==> config.mk <==
export PLATFORM = sky130hd
export DESIGN_NAME = core_pipeline
export DESIGN_NICKNAME = d
export VERILOG_FILES = /design/src/verilog/tiny_core_pkg.sv /design/src/verilog/insn_memory.sv /design/src/verilog/register_file.sv /design/src/verilog/alu.sv /design/src/verilog/core_pipeline.sv
export VERILOG_INCLUDE_DIRS = /design/src /design/src/verilog
export SDC_FILE = /design/constraint.sdc
export NUM_CORES = 2
export LEC_CHECK = 0
export ABC_CLOCK_PERIOD_IN_PS = 7980
export BUFFER_PORTS_ARGS = -buffer_cell sky130_fd_sc_hd__buf_2
export CAP_MARGIN = 20
export CORE_UTILIZATION = 35
export DETAILED_ROUTE_END_ITERATION = 8
export PLACE_DENSITY = 0.52
export SLEW_MARGIN = 40
export SYNTH_ARGS = -nofsm -noshare
export SYNTH_HDL_FRONTEND = slang
export SYNTH_SLANG_ARGS = --single-unit
==> constraint.sdc <==
create_clock -name clk -period 7.98 [get_ports clk]
set_input_delay 0.399 -clock clk [delete_from_list [all_inputs] [get_ports clk]]
set_output_delay 0.399 -clock clk [all_outputs]
set_load 0.05 [all_outputs]
==> src/verilog/tiny_core_settings.svh <==
`ifndef TINY_CORE_SETTINGS_SVH
`define TINY_CORE_SETTINGS_SVH

// datapath
`define TC_REG_W      16
`define TC_REG_N      16

// opcode, dst, src0, src1 and a low byte
`define TC_INSN_W     24

// storage depths in words
`define TC_IMEM_DEPTH 64
`define TC_DMEM_DEPTH 256

// extra cycles the data memory spends on each core access
`define TC_DMEM_WAIT  2

`endif

==> src/verilog/tiny_core_pkg.sv <==
`default_nettype none

`include "tiny_core_settings.svh"

package tiny_core_pkg;

    typedef logic [`TC_REG_W-1:0]                reg_t;
    typedef logic [$clog2(`TC_REG_N)-1:0]        reg_idx_t;
    typedef logic [`TC_INSN_W-1:0]               insn_t;
    typedef logic [$clog2(`TC_IMEM_DEPTH)-1:0]   imem_addr_t;
    typedef logic [$clog2(`TC_DMEM_DEPTH)-1:0]   dmem_addr_t;

    // lives in insn[23:20]
    typedef enum logic [3:0] {
        NOP       = 4'h0,
        ADD       = 4'h1,
        SUB       = 4'h2,
        MUL       = 4'h3,
        AND       = 4'h4,
        OR        = 4'h5,
        XOR       = 4'h6,
        LSHIFT    = 4'h7,
        RSHIFT    = 4'h8,
        CMPGE     = 4'h9,   // last of the two-operand alu ops
        SET_CONST = 4'ha,
        LD        = 4'hb,
        ST        = 4'hc,   // store data register in insn[7:4]
        BNZ       = 4'hd,
        READY     = 4'he
    } opcode_e;

endpackage

`default_nettype wire

==> src/verilog/insn_memory.sv <==
`timescale 1ns/100ps
`default_nettype none

`include "tiny_core_settings.svh"

module insn_memory
(
    input  wire                            clk,

    // host load port
    input  wire                            wr,
    input  wire tiny_core_pkg::imem_addr_t wr_addr,
    input  wire tiny_core_pkg::insn_t      wr_data,

    // fetch port
    input  wire tiny_core_pkg::imem_addr_t rd_addr,
    output tiny_core_pkg::insn_t           rd_data
);

    tiny_core_pkg::insn_t mem [`TC_IMEM_DEPTH];

    always_ff @(posedge clk)
    begin
        if (wr)
            mem[wr_addr] <= wr_data;
    end

    // fetch sees the word in the same cycle
    assign rd_data = mem[rd_addr];

endmodule

`default_nettype wire

==> src/verilog/register_file.sv <==
`timescale 1ns/100ps
`default_nettype none

`include "tiny_core_settings.svh"

module register_file
(
    input  wire                          clk,
    input  wire                          rst_n,
    input  wire                          init_r0,
    input  wire tiny_core_pkg::reg_t     init_r0_data,
    input  wire tiny_core_pkg::reg_idx_t rd_idx0,
    input  wire tiny_core_pkg::reg_idx_t rd_idx1,
    input  wire tiny_core_pkg::reg_idx_t rd_idx2,
    output tiny_core_pkg::reg_t          rd_data0,
    output tiny_core_pkg::reg_t          rd_data1,
    output tiny_core_pkg::reg_t          rd_data2,
    input  wire                          wr_en,
    input  wire tiny_core_pkg::reg_idx_t wr_idx,
    input  wire tiny_core_pkg::reg_t     wr_data
);

    tiny_core_pkg::reg_t regs [`TC_REG_N];

    // writeback wins over the stored value
    function automatic tiny_core_pkg::reg_t read_port(input tiny_core_pkg::reg_idx_t idx);
        if (wr_en && wr_idx == idx)
            return wr_data;
        return regs[idx];
    endfunction

    always_ff @(posedge clk or negedge rst_n)
    begin
        if (!rst_n)
        begin
            for (int i = 0; i < `TC_REG_N; i++)
                regs[i] <= '0;
        end
        else
        begin
            if (wr_en)
                regs[wr_idx] <= wr_data;
            if (init_r0)
                regs[0] <= init_r0_data;  // start value for r0
        end
    end

    always_comb
    begin
        rd_data0 = read_port(rd_idx0);
        rd_data1 = read_port(rd_idx1);
        rd_data2 = read_port(rd_idx2);
    end

endmodule

`default_nettype wire

==> src/verilog/alu.sv <==
`timescale 1ns/100ps
`default_nettype none

`include "tiny_core_settings.svh"

module alu
(
    input  wire tiny_core_pkg::opcode_e opcode,
    input  wire tiny_core_pkg::reg_t    a,
    input  wire tiny_core_pkg::reg_t    b,
    input  wire [7:0]                   imm,
    output tiny_core_pkg::reg_t         result,
    output logic                        branch_taken
);

    logic [2*`TC_REG_W-1:0] product;
    logic [3:0]             shamt;

    assign product = {{`TC_REG_W{1'b0}}, a} * {{`TC_REG_W{1'b0}}, b};
    assign shamt   = b[3:0];

    always_comb
    begin
        case (opcode)
            tiny_core_pkg::ADD,
            tiny_core_pkg::LD,
            tiny_core_pkg::ST:
                result = a + b;  // ld/st address sits in the low byte
            tiny_core_pkg::SUB:
                result = a - b;
            tiny_core_pkg::MUL:
                result = product[`TC_REG_W-1:0];
            tiny_core_pkg::AND:
                result = a & b;
            tiny_core_pkg::OR:
                result = a | b;
            tiny_core_pkg::XOR:
                result = a ^ b;
            tiny_core_pkg::LSHIFT:
                result = a << shamt;
            tiny_core_pkg::RSHIFT:
                result = a >> shamt;
            tiny_core_pkg::CMPGE:
                result = {{(`TC_REG_W-1){1'b0}}, a >= b};  // unsigned
            tiny_core_pkg::SET_CONST:
                result = {{(`TC_REG_W-8){1'b0}}, imm};
            default:
                result = '0;
        endcase
    end

    assign branch_taken = (opcode == tiny_core_pkg::BNZ) && (a != '0);

endmodule

`default_nettype wire

==> src/verilog/core_pipeline.sv <==
`timescale 1ns/100ps
`default_nettype none

`include "tiny_core_settings.svh"

module core_pipeline
(
    input  wire                            clk,
    input  wire                            rst_n,
    input  wire                            insn_wr,
    input  wire tiny_core_pkg::imem_addr_t insn_wr_addr,
    input  wire tiny_core_pkg::insn_t      insn_wr_data,
    input  wire                            start,
    input  wire tiny_core_pkg::reg_t       start_r0_data,
    output logic                           ready,
    output tiny_core_pkg::dmem_addr_t      mem_addr,
    output tiny_core_pkg::reg_t            mem_wr_data,
    output logic                           mem_rd,
    output logic                           mem_wr,
    input  wire tiny_core_pkg::reg_t       mem_rd_data,
    input  wire                            mem_ready
);

    typedef enum logic {IDLE, RUN} state_e;

    localparam int OPC_LSB = `TC_INSN_W - 4;
    localparam tiny_core_pkg::insn_t NOP_WORD   = {tiny_core_pkg::NOP, {OPC_LSB{1'b0}}};
    localparam tiny_core_pkg::insn_t READY_WORD = {tiny_core_pkg::READY, {OPC_LSB{1'b0}}};
    localparam tiny_core_pkg::imem_addr_t LAST_ADDR =
        tiny_core_pkg::imem_addr_t'(`TC_IMEM_DEPTH - 1);

    state_e                    state;
    tiny_core_pkg::imem_addr_t ip;
    logic                      fetch_last;
    tiny_core_pkg::insn_t      fetch_insn, fd_insn, dx_insn, xm_insn, mw_insn;
    tiny_core_pkg::opcode_e    fd_op, dx_op, xm_op, mw_op;
    tiny_core_pkg::reg_t       rf_a, rf_b, rf_c;
    tiny_core_pkg::reg_t       dx_a, dx_b, dx_c;
    tiny_core_pkg::reg_t       x_a, x_b, x_c, x_result;
    tiny_core_pkg::reg_t       xm_result, xm_c;
    tiny_core_pkg::reg_t       mw_result, mw_ld_data, w_result;
    logic                      accept, advance, hold_mem, load_use, stall;
    logic                      branch_taken, rf_wr;

    function automatic tiny_core_pkg::opcode_e opc(input tiny_core_pkg::insn_t insn);
        return tiny_core_pkg::opcode_e'(insn[`TC_INSN_W-1 -: 4]);
    endfunction

    function automatic logic writes_reg(input tiny_core_pkg::opcode_e op);
        return op inside {[tiny_core_pkg::ADD:tiny_core_pkg::CMPGE],
                          tiny_core_pkg::SET_CONST, tiny_core_pkg::LD};
    endfunction

    // operands read by execute other than st data
    function automatic logic reads_src0(input tiny_core_pkg::opcode_e op);
        return op inside {[tiny_core_pkg::ADD:tiny_core_pkg::CMPGE],
                          tiny_core_pkg::LD, tiny_core_pkg::ST, tiny_core_pkg::BNZ};
    endfunction

    function automatic logic reads_src1(input tiny_core_pkg::opcode_e op);
        return op inside {[tiny_core_pkg::ADD:tiny_core_pkg::CMPGE],
                          tiny_core_pkg::LD, tiny_core_pkg::ST};
    endfunction

    // a load in memory has no data yet and is covered by the stall
    function automatic tiny_core_pkg::reg_t fwd_x(input tiny_core_pkg::reg_idx_t idx,
                                                  input tiny_core_pkg::reg_t     rf_val);
        if (writes_reg(xm_op) && xm_op != tiny_core_pkg::LD && xm_insn[19:16] == idx)
            return xm_result;
        if (writes_reg(mw_op) && mw_insn[19:16] == idx)
            return w_result;
        return rf_val;
    endfunction

    assign fd_op = opc(fd_insn);
    assign dx_op = opc(dx_insn);
    assign xm_op = opc(xm_insn);
    assign mw_op = opc(mw_insn);

    assign ready    = (state == IDLE);
    assign accept   = start && ready;
    assign hold_mem = (mem_rd || mem_wr) && !mem_ready;
    assign advance  = (state == RUN) && !hold_mem;

    assign load_use = (dx_op == tiny_core_pkg::LD) &&
        ((reads_src0(fd_op) && dx_insn[19:16] == fd_insn[15:12]) ||
         (reads_src1(fd_op) && dx_insn[19:16] == fd_insn[11:8]));
    assign stall = load_use || (dx_op == tiny_core_pkg::READY);  // drain after READY

    insn_memory insn_memory_inst (
        .clk     (clk),
        .wr      (insn_wr && ready),
        .wr_addr (insn_wr_addr),
        .wr_data (insn_wr_data),
        .rd_addr (ip),
        .rd_data (fetch_insn)
    );

    assign rf_wr    = writes_reg(mw_op);
    assign w_result = (mw_op == tiny_core_pkg::LD) ? mw_ld_data : mw_result;

    register_file register_file_inst (
        .clk          (clk),
        .rst_n        (rst_n),
        .init_r0      (accept),
        .init_r0_data (start_r0_data),
        .rd_idx0      (fd_insn[15:12]),
        .rd_idx1      (fd_insn[11:8]),
        .rd_idx2      (fd_insn[7:4]),
        .rd_data0     (rf_a),
        .rd_data1     (rf_b),
        .rd_data2     (rf_c),
        .wr_en        (rf_wr),
        .wr_idx       (mw_insn[19:16]),
        .wr_data      (w_result)
    );

    always_comb
    begin
        x_a = fwd_x(dx_insn[15:12], dx_a);
        x_b = fwd_x(dx_insn[11:8], dx_b);
        x_c = fwd_x(dx_insn[7:4], dx_c);
    end

    alu alu_inst (
        .opcode       (dx_op),
        .a            (x_a),
        .b            (x_b),
        .imm          (dx_insn[7:0]),
        .result       (x_result),
        .branch_taken (branch_taken)
    );

    assign mem_rd   = (xm_op == tiny_core_pkg::LD);
    assign mem_wr   = (xm_op == tiny_core_pkg::ST);
    assign mem_addr = xm_result[$bits(tiny_core_pkg::dmem_addr_t)-1:0];
    // ld then st of the loaded register
    assign mem_wr_data = (mw_op == tiny_core_pkg::LD && mw_insn[19:16] == xm_insn[7:4]) ?
        mw_ld_data : xm_c;

    always_ff @(posedge clk or negedge rst_n)
    begin
        if (!rst_n)
        begin
            state      <= IDLE;
            ip         <= '0;
            fetch_last <= 1'b0;
            fd_insn    <= NOP_WORD;
            dx_insn    <= NOP_WORD;
            xm_insn    <= NOP_WORD;
            mw_insn    <= NOP_WORD;
        end
        else if (accept)
        begin
            state      <= RUN;
            ip         <= '0;
            fetch_last <= 1'b0;
            fd_insn    <= NOP_WORD;
            dx_insn    <= NOP_WORD;
            xm_insn    <= NOP_WORD;
            mw_insn    <= NOP_WORD;
        end
        else if (advance)
        begin
            if (xm_op == tiny_core_pkg::READY)
                state <= IDLE;
            if (branch_taken)
            begin
                ip         <= dx_insn[$bits(tiny_core_pkg::imem_addr_t)-1:0];
                fetch_last <= 1'b0;
                fd_insn    <= NOP_WORD;
            end
            else if (!stall)
            begin
                ip <= ip + 1'b1;
                if (ip == LAST_ADDR)
                    fetch_last <= 1'b1;
                fd_insn <= fetch_last ? READY_WORD : fetch_insn;  // ran off the end
            end
            dx_insn <= (branch_taken || stall) ? NOP_WORD : fd_insn;
            xm_insn <= dx_insn;
            mw_insn <= xm_insn;
        end
    end

    always_ff @(posedge clk)
    begin
        if (advance)
        begin
            dx_a      <= rf_a;
            dx_b      <= rf_b;
            dx_c      <= rf_c;
            xm_result <= x_result;
            xm_c      <= x_c;
            mw_result <= xm_result;
            if (mem_rd)
                mw_ld_data <= mem_rd_data;
        end
    end

    // fetch must not run ahead of a waiting access
    ip_hold_on_wait: assert property (@(posedge clk) disable iff (!rst_n)
        (mem_rd || mem_wr) && !mem_ready |=> $stable(ip));

endmodule

`default_nettype wire

==> flow_summary.json <==
{
  "fp.dieH_um": 509,
  "port_buffers": 93,
  "regArea_um2": 57800,
  "synth.ff_latch_count": 1980,
  "synth.area.mux_share_pct": 19.9,
  "clockRootBuffer": "clkbuf_16",
  "cp.required_ps": 8540,
  "layout_commonest_cell": "edfxtp_1",
  "avgSynthCellArea_um2": 16.9,
  "synth_edf_count": 1648,
  "worst_pin_slew_ps": 889,
  "synth_top_family_by_area": "multiplexers",
  "cpPeakStageDelay_ps": 520,
  "coreArea_um2": 255000,
  "die_x_um": 509,
  "drc_errors": 0,
  "worst_r2r_path_depth": 25,
  "crit_type": "register to register",
  "cts.sink_count": 1980,
  "final_nets": 5776,
  "fin_tns_setup_ps": 0,
  "synth_compound_area_share_pct": 4.66,
  "min_period_ps": 7620,
  "synth_cells": 5305,
  "slew_viol_final": 0,
  "grt_max_degree": 135,
  "io_pins": 94,
  "syn_nets": 5553,
  "reg2reg_to": "xm_result[14]$_SDFFCE_PN0P_",
  "hpwl_um": 170000,
  "hp-class": "input pin to register",
  "min-delay-start": "insn_wr_data[8]",
  "setup_violations": 0,
  "worstHoldEndpoint": "insn_memory_inst.mem[52][8]$_DFFE_PP_",
  "max-cap-violations": 0,
  "crit_path_end_kind": "register",
  "async_flop_share_pct": 16.8,
  "grt_usage_pct": 20.7,
  "fin_crit_sh_pct": 95.5,
  "avgRoutedWirePerCell_um": 29.5,
  "synth_cell_type_count": 90,
  "num_vias": 50400,
  "finalHoldViolCount": 0,
  "area_growth_syn_to_layout_pct": 15.5,
  "layout_common_cells": "1,648 x edfxtp_1, 732 x mux4_2, 353 x nand2_1",
  "fmax_mhz": 131,
  "place_congestion": 0.941,
  "multi_input_area_um2": 30600,
  "die-area_um2": 259000,
  "clk_latency_ps": 880,
  "synthSimpleGateAreaFrac_pct": 4.69,
  "clock_path_buffers": 3,
  "path_max_fanout": 21,
  "skew_ps": 119,
  "critPathTopFamily": "adder cells",
  "cp_slowest_cell": "fa_1",
  "startpoint": "mw_insn[20]$_DFFE_PN0P_",
  "slew_headroom_pct": 39.8,
  "nFillCells": 22800,
  "status": "complete, no violations",
  "rr_startpoint": "mw_insn[20]$_DFFE_PN0P_",
  "antenna_left": 0,
  "crit_arrival_ps": 8180,
  "clkTransAtPathRegs_ps": 80,
  "synth-seq-area-share_pct": 64.3,
  "synth_area_um2": 89900,
  "min_path_cells": 1,
  "grt_pass1_wl_um": 384000,
  "cts_tree": "built",
  "initialDrtViolationCount": 5238,
  "start_util_pct": 35.3,
  "wl_um": 268000,
  "via_per_inst": 5.56,
  "h-tree-depth": 4,
  "first_global_vias": 51000,
  "antenna_found_initial": 16,
  "cpMostUsedCell": "fa_1",
  "fin_util_pct": 40.8,
  "synth_xor_area_share_pct": 0.912,
  "yosysWarnings": 0,
  "std_cell_rows": 185,
  "rsz0062_at_grt": "no",
  "critPathLaunchType": "register",
  "synthFlopType": "edfxtp_1",
  "overflow": 0,
  "critPathBufInv": 5,
  "synth_adder_area_share_pct": 3.20,
  "final_layout_size_suffix_gt1_share_pct": 28.4,
  "cts_setup_buffers": 0,
  "cts_made_buffers": 205,
  "regToRegSetupSlack_ps": 360,
  "first_pass_iters": 6
}
routing by layer:
layer	global-route usage [%]	part of all wire, %
met5	0	0.027
met4	5.34	2.4
met3	3.01	5.9
met2	34.1	49
met1	28.8	43
worst max-delay path by stage:
stage                                              to  slack [ps]  cells after the start
after detailed placement  xm_result[14]$_SDFFCE_PN0P_         300                     27
final                     xm_result[14]$_SDFFCE_PN0P_         360                     25
after global placement    xm_result[14]$_SDFFCE_PN0P_         420                     29
after global routing      xm_result[15]$_SDFFCE_PN0P_          20                     30
after floorplan           xm_result[14]$_SDFFCE_PN0P_         640                     30
after CTS                 xm_result[14]$_SDFFCE_PN0P_         310                     27
cell usage after synthesis (12+ instances only):
master	count	area, µm²
edfxtp_1	1648	49500
mux4_2	732	16500
nor2_1	385	1450
nand2_1	358	1340
dfrtp_1	332	8310
a21oi_1	262	1310
clkbuf_1	234	878
o21ai_0	217	1090
inv_1	146	548
ha_1	99	1240
fa_1	82	1640
mux2_2	77	867
nand3_1	76	380
buf_1	71	267
xnor2_1	62	543
mux2i_1	47	470
nor3_1	42	210
buf_2	38	190
nand2b_1	29	181
a22o_1	26	228
xor2_1	26	228
o21ai_1	21	105
o211ai_1	17	128
o221ai_1	17	149
buf_4	15	113
nor4_1	15	93.8
a221oi_1	14	123
o31ai_1	14	105
a21o_1	12	90.1
nor2b_1	12	75.1
cell families (layout without fill, tap and decap cells):
| logic type | after synthesis | after routing |
|---|---|---|
| adders and majority gates | 181 | 181 |
| muxes | 860 | 860 |
| AOI/OAI and AO/OA | 692 | 692 |
| other | 0 | 8 |
| and+or+nand+nor | 978 | 978 |
| buffers and inverters | 523 | 919 |
| xor gates and xnor gates | 91 | 91 |
| DFF | 1980 | 1980 |
stage by stage:
step / instance area, µm² / hold slack, ps / setup slack [ps] / instances
2_1_floorplan: 89900 / 103 / 639 / 5305
3_3_place_gp: 95100 / 375 / 420 / 8574
3_5_place_dp: 96800 / 383 / 302 / 8650
4_1_cts: 104000 / 2.75 / 310 / 9063
5_1_grt: 104000 / 50.5 / 15.7 / 9067
6_report: 104000 / 51.8 / 363 / 9075
state kept, by name, summed over array words and instances (netlist names):
signal and count:
fetch_last 1, register_file_inst.regs 256, xm_c 16, mw_insn 8, xm_result 16, dx_a 16
mw_result 16, mw_ld_data 16, insn_memory_inst.mem 1536, ip 6, xm_insn 12, dx_insn 24
fd_insn 24, dx_b 16, dx_c 16, state 1
area by class of cell:
type	count	area share, %
multi-input cells	2802	29.5
inverters	158	0.588
diodes	8	0.0193
clock inverters	118	1.16
repair buffers	381	3.75
clock buffers	262	5.26
well taps	3366	4.05
flip-flops and latches	1980	55.7
repair_timing:
item | in CTS | in global routing
hold buffers | 33 | 0
gates resized for setup | 0 | 1
endpoints found under the setup margin | 0 | 3
endpoints found under the hold margin | 88 | 0
Power is not shown: default switching activity piles up to over one toggle a cycle in this logic, so the estimate is an artifact.
